[src/design/acia_pkg.sv]
// shared types for the serial controller
// CRU bit addresses, register structs, frame states
// frame length helpers used by both frame machines

package acia_pkg;

  typedef logic [4:0] cru_addr_t;

  // ==================================================
  // CRU write addresses
  // ==================================================
  localparam cru_addr_t CRU_RESET     = 5'd31;
  localparam cru_addr_t CRU_XIENB     = 5'd19;
  localparam cru_addr_t CRU_RIENB     = 5'd18;
  localparam cru_addr_t CRU_RTSON     = 5'd16;
  localparam cru_addr_t CRU_LDCTL     = 5'd14;
  localparam cru_addr_t CRU_LRDR      = 5'd12;
  localparam cru_addr_t CRU_LXDR      = 5'd11;
  localparam cru_addr_t CRU_LAST_RATE = 5'd10;  // top bit of a rate register
  localparam cru_addr_t CRU_LAST_CTRL = 5'd7;   // top bit of ctrl / buffers

  // ==================================================
  // CRU read addresses
  // ==================================================
  localparam cru_addr_t RD_INT    = 5'd31;
  localparam cru_addr_t RD_FLAG   = 5'd30;
  localparam cru_addr_t RD_RTS    = 5'd26;
  localparam cru_addr_t RD_XSRE   = 5'd23;
  localparam cru_addr_t RD_XBRE   = 5'd22;
  localparam cru_addr_t RD_RBRL   = 5'd21;
  localparam cru_addr_t RD_XINT   = 5'd17;
  localparam cru_addr_t RD_RINT   = 5'd16;
  localparam cru_addr_t RD_RIN    = 5'd15;
  localparam cru_addr_t RD_RSBD   = 5'd14;
  localparam cru_addr_t RD_RFBD   = 5'd13;
  localparam cru_addr_t RD_RFER   = 5'd12;
  localparam cru_addr_t RD_ROVER  = 5'd11;
  localparam cru_addr_t RD_RPER   = 5'd10;
  localparam cru_addr_t RD_RCVERR = 5'd9;

  localparam int HALF_BIT_W = 13;

  typedef struct packed {
    logic [1:0] sbs;    // stop bits: 00 1.5, 01 2, 1x 1
    logic       penb;
    logic       podd;
    logic [1:0] spare;
    logic [1:0] rcl;    // 5 + rcl data bits
  } ctrl_t;

  typedef struct packed {
    logic       div8;   // set = eight times slower
    logic [9:0] count;
  } rate_t;

  typedef struct packed {
    logic xbre;
    logic xsre;
  } tx_status_t;

  typedef struct packed {
    logic rbrl;
    logic rsbd;
    logic rfbd;
    logic rover;
    logic rper;
    logic rfer;
  } rx_status_t;

  typedef enum logic [2:0] {IDLE, START1, START, BITS, PARITY, STOP} frame_state_e;

  // data field length in half-bits
  function automatic logic [4:0] data_half_bits(ctrl_t c);
    return 5'd10 + {2'b00, c.rcl, 1'b0};
  endfunction

  function automatic logic [4:0] stop_half_bits(ctrl_t c);
    case (c.sbs)
      2'b00:   return 5'd3;
      2'b01:   return 5'd4;
      default: return 5'd2;
    endcase
  endfunction

endpackage

[src/design/cru_regs.sv]
// CRU write decoder and load-flag sequence
// control, rate and transmit buffer registers
// interrupt logic and 32-way read mux

`timescale 1ns/10ps

module cru_regs
  import acia_pkg::*;
(
  input  logic       CLK,
  input  logic       sig_reset,
  input  logic       n_ce,
  input  logic       cru_clk,
  input  logic       cru_out,
  input  cru_addr_t  s,
  input  tx_status_t tx_status,
  input  rx_status_t rx_status,
  input  logic [7:0] rbr,
  input  logic       rin,
  input  logic       n_rts,
  output ctrl_t      ctrl,
  output rate_t      xdr,
  output rate_t      rdr,
  output logic [7:0] xbr,
  output logic       tx_load_pulse,
  output logic       tx_reset,
  output logic       rx_reset,
  output logic       rtson,
  output logic       cru_in,
  output logic       n_int
);

  logic ldctl;
  logic lrdr;
  logic lxdr;
  logic rienb;
  logic xienb;
  logic cru_clk_q;
  logic wr_sel;
  logic wr_first;
  logic clk_fall;
  logic wr_data;
  logic wr_low8;
  logic wr_buf;
  logic soft_rst;
  logic rint;
  logic xint;
  logic intr;
  logic flag;
  logic rcverr;

  // ==================================================
  // write decode
  // ==================================================
  assign wr_sel   = ~n_ce & cru_clk;
  assign wr_first = wr_sel & ~cru_clk_q;          // first cycle of a write strobe
  assign clk_fall = cru_clk_q & ~cru_clk;
  assign wr_data  = wr_sel & (s <= CRU_LAST_RATE);
  assign wr_low8  = (s <= CRU_LAST_CTRL);
  assign wr_buf   = wr_data & wr_low8 & ~ldctl & ~lrdr & ~lxdr;
  assign soft_rst = wr_sel & (s == CRU_RESET);

  assign tx_load_pulse = wr_buf & wr_first & (s == CRU_LAST_CTRL);
  assign tx_reset      = soft_rst & wr_first;
  assign rx_reset      = wr_first & ((s == CRU_RESET) | (s == CRU_RIENB));

  // flag bits and load sequence
  always_ff @(posedge CLK)
  begin
    cru_clk_q <= cru_clk;
    if (sig_reset || soft_rst)
    begin
      ldctl <= 1'b1;
      lrdr  <= 1'b1;
      lxdr  <= 1'b1;
      rtson <= 1'b0;
      rienb <= 1'b0;
      xienb <= 1'b0;
    end
    else if (wr_sel)
    begin
      case (s)
        CRU_LXDR:  lxdr  <= cru_out;  // clearing ends xmit rate load
        CRU_LRDR:  lrdr  <= cru_out;
        CRU_LDCTL: ldctl <= cru_out;
        CRU_RTSON: rtson <= cru_out;
        CRU_RIENB: rienb <= cru_out;
        CRU_XIENB: xienb <= cru_out;
        default: ;
      endcase
    end
    else if (clk_fall)
    begin
      // advance load phase after the last bit of a register
      if (s == CRU_LAST_CTRL)
        ldctl <= 1'b0;
      else if (s == CRU_LAST_RATE && !ldctl)
        lrdr <= 1'b0;
    end
  end

  // control and rate registers
  always_ff @(posedge CLK)
  begin
    if (sig_reset || soft_rst)
    begin
      ctrl <= '0;
      xdr  <= '0;
      rdr  <= '0;
    end
    else if (wr_data)
    begin
      if (ldctl)
      begin
        if (wr_low8)
          ctrl[s[2:0]] <= cru_out;
      end
      else
      begin
        if (lrdr)
          rdr[s[3:0]] <= cru_out;
        if (lxdr)
          xdr[s[3:0]] <= cru_out;   // both when both flags set
      end
    end
  end

  always_ff @(posedge CLK)
  begin
    if (wr_buf)
      xbr[s[2:0]] <= cru_out;
  end

  // ==================================================
  // interrupts and read mux
  // ==================================================
  assign rint   = rx_status.rbrl & rienb;
  assign xint   = tx_status.xbre & xienb;
  assign intr   = rint | xint;
  assign n_int  = ~intr;
  assign flag   = ldctl | lrdr | lxdr;
  assign rcverr = rx_status.rfer | rx_status.rover | rx_status.rper;

  always_comb
  begin
    case (s)
      RD_INT:    cru_in = intr;
      RD_FLAG:   cru_in = flag;
      RD_RTS:    cru_in = ~n_rts;
      RD_XSRE:   cru_in = tx_status.xsre;
      RD_XBRE:   cru_in = tx_status.xbre;
      RD_RBRL:   cru_in = rx_status.rbrl;
      RD_XINT:   cru_in = xint;
      RD_RINT:   cru_in = rint;
      RD_RIN:    cru_in = rin;              // raw line level
      RD_RSBD:   cru_in = rx_status.rsbd;
      RD_RFBD:   cru_in = rx_status.rfbd;
      RD_RFER:   cru_in = rx_status.rfer;
      RD_ROVER:  cru_in = rx_status.rover;
      RD_RPER:   cru_in = rx_status.rper;
      RD_RCVERR: cru_in = rcverr;
      default:   cru_in = wr_low8 ? rbr[s[2:0]] : 1'b0;
    endcase
  end

endmodule

[src/design/half_bit_timer.sv]
// prescaler and reloadable half-bit counter
// one half_tick per half-bit period of the rate register

`timescale 1ns/10ps

module half_bit_timer
  import acia_pkg::*;
#(
  parameter int CLK_DIV = 100
)
(
  input  logic  CLK,
  input  logic  sig_reset,
  input  rate_t rate,
  input  logic  restart,
  output logic  half_tick
);

  localparam int PW = (CLK_DIV > 1) ? $clog2(CLK_DIV) : 1;

  logic [PW-1:0]         presc;
  logic [HALF_BIT_W-1:0] cnt;
  logic                  tick;
  logic                  run;   // set once a frame machine has started us
  logic                  cnt_zero;

  assign tick      = (presc == '0);
  assign cnt_zero  = (cnt == '0);
  assign half_tick = run & cnt_zero;

  always_ff @(posedge CLK)
  begin
    if (sig_reset)
      presc <= '0;
    else if (tick)
      presc <= PW'(CLK_DIV - 1);
    else
      presc <= presc - 1'b1;
  end

  always_ff @(posedge CLK)
  begin
    if (sig_reset)
    begin
      cnt <= '0;
      run <= 1'b0;
    end
    else
    begin
      if (restart)
        run <= 1'b1;
      if (restart || cnt_zero)
        cnt <= {rate.count, 3'b000};
      else if (tick)
        cnt <= cnt - (rate.div8 ? HALF_BIT_W'(1) : HALF_BIT_W'(8)); // fine or coarse
    end
  end

endmodule

[src/design/serial_tx.sv]
// transmitter with RTS/CTS gating
// shift register and frame FSM

`timescale 1ns/10ps

module serial_tx
  import acia_pkg::*;
(
  input  logic       CLK,
  input  logic       sig_reset,
  input  logic       tx_reset,
  input  ctrl_t      ctrl,
  input  logic [7:0] xbr,
  input  logic       tx_load_pulse,
  input  logic       rtson,
  input  logic       n_cts,
  input  logic       half_tick,
  output logic       restart,
  output tx_status_t tx_status,
  output logic       xout,
  output logic       n_rts
);

  frame_state_e state;
  tx_status_t   st;
  logic [4:0]   bitctr;
  logic [4:0]   bitctr_dec;
  logic [7:0]   xsr;
  logic         par;
  logic         par_next;
  logic         xout_q;
  logic         rts;
  logic         start_go;
  logic         xsr_load;
  logic         xsr_shift;

  assign bitctr_dec = bitctr - 5'd1;
  assign par_next   = par ^ xsr[0];
  assign start_go   = (state == IDLE) & rtson & ~n_cts & ~st.xbre;
  assign restart    = tx_reset | start_go;

  // buffer moves to shift reg at end of start bit
  assign xsr_load  = (state == START) & half_tick & (bitctr_dec == 5'd0);
  assign xsr_shift = (state == BITS) & half_tick & ~bitctr_dec[0];

  always_ff @(posedge CLK)
  begin
    if (xsr_load)
      xsr <= xbr;
    else if (xsr_shift)
      xsr <= {1'b0, xsr[7:1]};  // lsb first
  end

  // ==================================================
  // frame FSM
  // ==================================================
  always_ff @(posedge CLK)
  begin
    if (sig_reset || tx_reset)
    begin
      state  <= IDLE;
      bitctr <= '0;
      par    <= 1'b0;
      xout_q <= 1'b1;   // mark
      rts    <= 1'b0;
      st     <= '{xbre: 1'b1, xsre: 1'b1};
    end
    else
    begin
      if (state == IDLE)
      begin
        rts <= rtson;
        if (start_go)
        begin
          state  <= START;
          xout_q <= 1'b0;
          bitctr <= 5'd2;
        end
      end
      else if (half_tick)
      begin
        bitctr <= bitctr_dec;
        case (state)
          START:
            if (bitctr_dec == 5'd0)
            begin
              state   <= BITS;
              bitctr  <= data_half_bits(ctrl);
              par     <= 1'b0;
              st.xsre <= 1'b0;
              st.xbre <= 1'b1;
            end
          BITS:
          begin
            if (!bitctr_dec[0])
              par <= par_next;
            if (bitctr_dec == 5'd0)
            begin
              if (ctrl.penb)
              begin
                xout_q <= par_next ^ ctrl.podd;
                state  <= PARITY;
                bitctr <= 5'd2;
              end
              else
              begin
                xout_q <= 1'b1;
                state  <= STOP;
                bitctr <= stop_half_bits(ctrl);
              end
            end
          end
          PARITY:
            if (bitctr_dec == 5'd0)
            begin
              xout_q <= 1'b1;
              state  <= STOP;
              bitctr <= stop_half_bits(ctrl);
            end
          STOP:
            if (bitctr_dec == 5'd0)
            begin
              st.xsre <= 1'b1;
              state   <= IDLE;
            end
          default: state <= IDLE;
        endcase
      end
      // new character always wins over the start-bit handoff
      if (tx_load_pulse)
        st.xbre <= 1'b0;
    end
  end

  assign xout      = (state == BITS) ? xsr[0] : xout_q;
  assign n_rts     = ~rts;
  assign tx_status = st;

endmodule

[src/design/serial_rx.sv]
// receiver: line synchronizer, shift register, buffer
// frame FSM with start, parity, framing and overrun checks

`timescale 1ns/10ps

module serial_rx
  import acia_pkg::*;
(
  input  logic       CLK,
  input  logic       sig_reset,
  input  logic       rx_reset,
  input  ctrl_t      ctrl,
  input  logic       rin,
  input  logic       half_tick,
  output logic       restart,
  output rx_status_t rx_status,
  output logic [7:0] rbr
);

  frame_state_e state;
  rx_status_t   st;
  logic         rin_m;
  logic         rin_s;
  logic [4:0]   bitctr;
  logic [4:0]   bitctr_dec;
  logic [7:0]   rsr;
  logic         par;
  logic         par_next;
  logic         sample;
  logic         rbr_load;

  always_ff @(posedge CLK)
  begin
    rin_m <= rin;
    rin_s <= rin_m;   // two-flop sync
  end

  assign bitctr_dec = bitctr - 5'd1;
  assign par_next   = par ^ rin_s;
  assign restart    = rx_reset | ((state == START1) & ~rin_s);
  assign sample     = (state == BITS) & half_tick & ~bitctr_dec[0];
  assign rbr_load   = (state == STOP) & half_tick & (bitctr_dec == 5'd0);

  always_ff @(posedge CLK)
  begin
    if (sample)
      rsr <= {rin_s, rsr[7:1]};
  end

  // right-justify to the character length
  always_ff @(posedge CLK)
  begin
    if (rbr_load)
    begin
      case (ctrl.rcl)
        2'd3:    rbr <= rsr;
        2'd2:    rbr <= {1'b0, rsr[7:1]};
        2'd1:    rbr <= {2'b00, rsr[7:2]};
        default: rbr <= {3'b000, rsr[7:3]};
      endcase
    end
  end

  // ==================================================
  // frame FSM
  // ==================================================
  always_ff @(posedge CLK)
  begin
    if (sig_reset || rx_reset)
    begin
      state  <= IDLE;
      bitctr <= '0;
      par    <= 1'b0;
      st     <= '0;
    end
    else if (state == IDLE)
    begin
      st.rsbd <= 1'b0;
      st.rfbd <= 1'b0;
      if (rin_s)
        state <= START1;   // line at mark
    end
    else if (state == START1)
    begin
      if (!rin_s)
      begin
        state  <= START;
        bitctr <= 5'd1;    // half a bit to start-bit middle
      end
    end
    else if (half_tick)
    begin
      bitctr <= bitctr_dec;
      case (state)
        START:
          if (bitctr_dec == 5'd0)
          begin
            if (rin_s)
              state <= IDLE;   // glitch, not a start bit
            else
            begin
              state   <= BITS;
              bitctr  <= data_half_bits(ctrl);
              par     <= 1'b0;
              st.rsbd <= 1'b1;
            end
          end
        BITS:
        begin
          if (!bitctr_dec[0])
          begin
            par     <= par_next;
            st.rfbd <= 1'b1;
          end
          if (bitctr_dec == 5'd0)
          begin
            bitctr <= 5'd2;
            state  <= ctrl.penb ? PARITY : STOP;
          end
        end
        PARITY:
          if (bitctr_dec == 5'd0)
          begin
            par    <= par_next;
            state  <= STOP;
            bitctr <= 5'd2;
          end
        STOP:
          if (bitctr_dec == 5'd0)
          begin
            st.rover <= st.rbrl;
            st.rper  <= ctrl.penb & (par ^ ctrl.podd);
            st.rfer  <= ~rin_s;
            st.rbrl  <= 1'b1;
            state    <= IDLE;
          end
        default: state <= IDLE;
      endcase
    end
  end

  assign rx_status = st;

endmodule

[src/design/acia_top.sv]
// serial controller top level
// register block, transmitter, receiver and two rate timers

`timescale 1ns/10ps

module acia_top
  import acia_pkg::*;
#(
  parameter int CLK_DIV = 100
)
(
  input  logic      CLK,
  input  logic      sig_reset,
  input  logic      n_ce,
  input  logic      cru_clk,
  input  logic      cru_out,
  input  cru_addr_t s,
  input  logic      n_cts,
  input  logic      rin,
  output logic      cru_in,
  output logic      n_int,
  output logic      n_rts,
  output logic      xout
);

  ctrl_t      ctrl;
  rate_t      xdr;
  rate_t      rdr;
  logic [7:0] xbr;
  logic [7:0] rbr;
  logic       tx_load_pulse;
  logic       tx_reset;
  logic       rx_reset;
  logic       rtson;
  tx_status_t tx_status;
  rx_status_t rx_status;
  logic       tx_restart;
  logic       rx_restart;
  logic       tx_half_tick;
  logic       rx_half_tick;

  cru_regs u_regs (
    .CLK           (CLK),
    .sig_reset     (sig_reset),
    .n_ce          (n_ce),
    .cru_clk       (cru_clk),
    .cru_out       (cru_out),
    .s             (s),
    .tx_status     (tx_status),
    .rx_status     (rx_status),
    .rbr           (rbr),
    .rin           (rin),
    .n_rts         (n_rts),
    .ctrl          (ctrl),
    .xdr           (xdr),
    .rdr           (rdr),
    .xbr           (xbr),
    .tx_load_pulse (tx_load_pulse),
    .tx_reset      (tx_reset),
    .rx_reset      (rx_reset),
    .rtson         (rtson),
    .cru_in        (cru_in),
    .n_int         (n_int)
  );

  // transmit side
  half_bit_timer #(.CLK_DIV(CLK_DIV)) u_tx_timer (
    .CLK       (CLK),
    .sig_reset (sig_reset),
    .rate      (xdr),
    .restart   (tx_restart),
    .half_tick (tx_half_tick)
  );

  serial_tx u_tx (
    .CLK           (CLK),
    .sig_reset     (sig_reset),
    .tx_reset      (tx_reset),
    .ctrl          (ctrl),
    .xbr           (xbr),
    .tx_load_pulse (tx_load_pulse),
    .rtson         (rtson),
    .n_cts         (n_cts),
    .half_tick     (tx_half_tick),
    .restart       (tx_restart),
    .tx_status     (tx_status),
    .xout          (xout),
    .n_rts         (n_rts)
  );

  // receive side
  half_bit_timer #(.CLK_DIV(CLK_DIV)) u_rx_timer (
    .CLK       (CLK),
    .sig_reset (sig_reset),
    .rate      (rdr),
    .restart   (rx_restart),
    .half_tick (rx_half_tick)
  );

  serial_rx u_rx (
    .CLK       (CLK),
    .sig_reset (sig_reset),
    .rx_reset  (rx_reset),
    .ctrl      (ctrl),
    .rin       (rin),
    .half_tick (rx_half_tick),
    .restart   (rx_restart),
    .rx_status (rx_status),
    .rbr       (rbr)
  );

endmodule

[config.mk]
export PLATFORM = sky130hd
export DESIGN_NAME = acia_top
export DESIGN_NICKNAME = d
export VERILOG_FILES = /design/src/design/acia_pkg.sv /design/src/design/cru_regs.sv /design/src/design/half_bit_timer.sv /design/src/design/serial_tx.sv /design/src/design/serial_rx.sv /design/src/design/acia_top.sv
export SDC_FILE = /design/constraint.sdc
export NUM_CORES = 1
export LEC_CHECK = 0
export ABC_AREA = 0
export BUFFER_PORTS_ARGS = -buffer_cell sky130_fd_sc_hd__buf_2
export CAP_MARGIN = 40
export CORE_MARGIN = 2
export CORE_UTILIZATION = 65
export DETAILED_ROUTE_END_ITERATION = 8
export GPL_TIMING_DRIVEN = 0
export MAX_ROUTING_LAYER = met4
export PLACE_DENSITY = 0.83
export REMOVE_ABC_BUFFERS = 1
export SYNTH_ARGS = -nofsm -noshare
export SYNTH_HDL_FRONTEND = slang
export SYNTH_SLANG_ARGS = --single-unit
[constraint.sdc]
create_clock -name CLK -period 6.1 [get_ports CLK]
set_clock_uncertainty 0.1 [all_clocks]
set_input_delay 0.61 -clock CLK [delete_from_list [all_inputs] [get_ports CLK]]
set_output_delay 0.61 -clock CLK [all_outputs]
set_load 0.1 [all_outputs]
==> out/metrics.cfg <==
[routing]
drtPass1Iterations=7
wl_per_cell_um=17.1
vias=6045
wl_um=16400
drt_iter0_markers=777
vias_per_cell=6.30
route.detailed.drc=0
ant_nets=0

[setup_path]
slowest_delay_ps=740
crit_family=simple AND/OR/NAND/NOR gates
critPathLaunchType=input port
rr_worst_depth=7
endpoint_kind=output port
cp_cell_sequence=buf_2 -> nor3b_1 -> o21ai_0 -> o311ai_0 -> a31oi_1 -> nand3_1 -> buf_2
cp_common_cell=buf_2
path_max_fanout=22
slowest_stage=nor3b_1
crit_type=input port to output port
critical_path_arrival_ps=2670
crit_cells=7
cp_num_buf_inv=2
required_ps=5390

[sta]
fin_crit_ps=3380
finalCritPeriodShare_pct=55.5
timing.fmax_ghz=0.295
hold_violations=0
setup_tns_ps=0
setup_violations=0
slew_headroom_pct=42.2
setup_ws_ps=2720
fin_hold_ws_ps=108
maxSlewViolCount=0
tightest_slew_ps=867
rsz0062_at_grt=false

[global_routing]
grt-ovfl-total=0
grt_first_pass_wirelength_um=27000
antenna_found_initial=0
grt_start_max_net_pins=47
grt_pass1_vias=5571
grt_usage_pct=30.2

[run]
drv_cap=0

[logic_synthesis]
syn_inst=804
syn_area_per_cell_um2=8.79
netlist_area_um2=7060
synth.cells.most_frequent=107 x dfxtp_1, 88 x nor2_1, 86 x nand2_1
synth-xor-area-share_pct=4.71
yosys.area_share.simple_pct=24.9
synthFlopType=dfxtp_1
async_flop_share_pct=0
netlist.area_leader.share_pct=30.3
synth_edf_count=32
ys_seq_area_share_pct=43.9
ys_seq_elements=139
synth_top_family_by_area=simple AND/OR/NAND/NOR gates
synthAdderAreaFrac_pct=2.83
synth.area.top_cells=dfxtp_1 30%, edfxtp_1 14%, nor2_1 4.7%, nand2_1 4.6%, mux2i_1 3.8%
synth-compound-area-share_pct=14.2
synth.largest_area_cell=dfxtp_1
synth_cell_types=66
synth.most_common_cell=dfxtp_1
yosysWarningCount=0
muxShareOfSynthArea_pct=5.74

[floorplanning]
die_h_um=108
start_util_pct=66.0
core-area_um2=10700
row_count=38
io_pins=16
dieWidth_um=108
fp.dieArea_um2=11700

[min_path]
hold_depth=1
min_path_type=input port to register

[placement]
hpwl_um=11100
dp_slack_ps=2740
numPortBuffers=15
gp_congestion=0.916

[final_layout]
diodes=0
drive_above_1_share_pct=9.16
nNetsFinal=834
area_growth_pct=11.7

[cts]
post_cts_resized=0
cts_setup_buffers=0
cts_root_buffer=clkbuf_8
path_clk_slew_ps=60
numCtsBuffers=17
cts_max_path_buffers=2
cts-hold-fix-buffers=0
cts_tree=done
cts.sinks=139
htree_levels=4
clk_latency_ps=540

[power]
combPwrFrac_pct=23.8
peakVddDrop_uv=303
swShare_pct=30.5
p_int_mw=2.07
finalPower_mw=2.98
leakagePower_nw=2.93
p_seq_share_pct=38.5
p_clk_share_pct=37.6
power_density_nw_per_um2=378
p_sw_mw=0.910

[status]
status=finished, final reports clean

-- stage by stage --
step	std cells	utilization, %	cell area (um^2)
floorplan	764	-	6910
global placement	919	67.0	7160
detailed placement	927	67.7	7240
CTS	959	73.8	7890
global route	959	73.8	7890
finish	959	73.8	7890
-- placed cells by master, fill, tap and decap left out, types with 4 or more instances in the layout --
master / count
dfxtp_1: 107
nor2_1: 88
nand2_1: 86
a21oi_1: 53
nand3_1: 40
nor3_1: 32
edfxtp_1: 32
inv_1: 31
mux2i_1: 27
o21ai_0: 21
xnor2_1: 20
nor2b_1: 19
a211oi_1: 19
xor2_1: 18
clkbuf_16: 18
buf_2: 18
ha_1: 16
nand2b_1: 11
or3_1: 8
nor4_1: 8
mux2_2: 8
or4_1: 7
and3_1: 7
o31ai_1: 7
a222oi_1: 6
a22oi_1: 6
nor4b_1: 6
nor3b_1: 5
nand3b_1: 5
a31oi_1: 5
and2_1: 5
a2111oi_0: 4
nand4_1: 4
or2_2: 4
o22ai_1: 4
bufinv_16: 4
-- state kept, by name, summed over array words and instances (netlist names), 2 cells and up --
register / count
u_rx_timer.cnt: 13
u_tx_timer.cnt: 13
u_regs.rdr: 11
u_regs.xdr: 11
u_regs.xbr: 8
u_rx.rbr: 8
u_rx.rsr: 8
u_tx.xsr: 8
u_rx_timer.presc: 7
u_tx_timer.presc: 7
u_regs.ctrl: 6
u_rx.rx_status: 6
u_rx.bitctr: 5
u_tx.bitctr: 5
u_rx.state: 3
u_tx.state: 3
u_tx.tx_status: 2
-- worst paths after layout --
path,to,slack [ps],from
max,cru_in,2720,s[0]
min,u_rx.rin_m$_DFF_P_,110,rin
max reg2reg,u_tx.xsr[1]$_DFFE_PP_,3280,u_tx.bitctr[0]$_SDFFE_PP0P_
min reg2reg,u_rx.rin_s$_DFF_P_,220,u_rx.rin_m$_DFF_P_
-- routing by layer --
| layer | vias to the layer above | wire length, um | global-route usage (%) |
|---|---|---|---|
| li1 | 2901 | - | - |
| met1 | 2814 | 6970 | 38.8 |
| met2 | 285 | 7580 | 46.4 |
| met3 | 45 | 1350 | 7.29 |
| met4 | 0 | 510 | 11.7 |
| met5 | - | 0 | - |
-- layout make-up --
cell class | instances | area (um^2)
Multi-Input combinational cell | 594 | 3690
Fill cell | 731 | 2800
Sequential cell | 139 | 3100
Tap cell | 140 | 175
Clock buffer | 22 | 495
Timing Repair Buffer | 23 | 151
Clock inverter | 10 | 158
Inverter | 31 | 116
-- kinds of logic (layout without fill, tap and decap cells) --
group / count (synthesis) / count (layout)
compound gates: 153 / 153
xor+xnor: 38 / 38
fa+ha+maj: 16 / 16
buf+inv: 71 / 86
flops: 139 / 139
mux: 37 / 37
simple gates: 350 / 350
-- power by group through the flow --
| stage | logic (mW) | clock network (mW) | registers [mW] |
|---|---|---|---|
| detailed placement | 0.694 | 0 | 1.16 |
| floorplan | 0.533 | 0 | 1.14 |
| global route | 0.794 | 1.17 | 1.16 |
| finish | 0.710 | 1.12 | 1.15 |
| global placement | 0.642 | 0 | 1.16 |
| CTS | 0.708 | 1.13 | 1.15 |
Power figures use the tool's default switching activity.
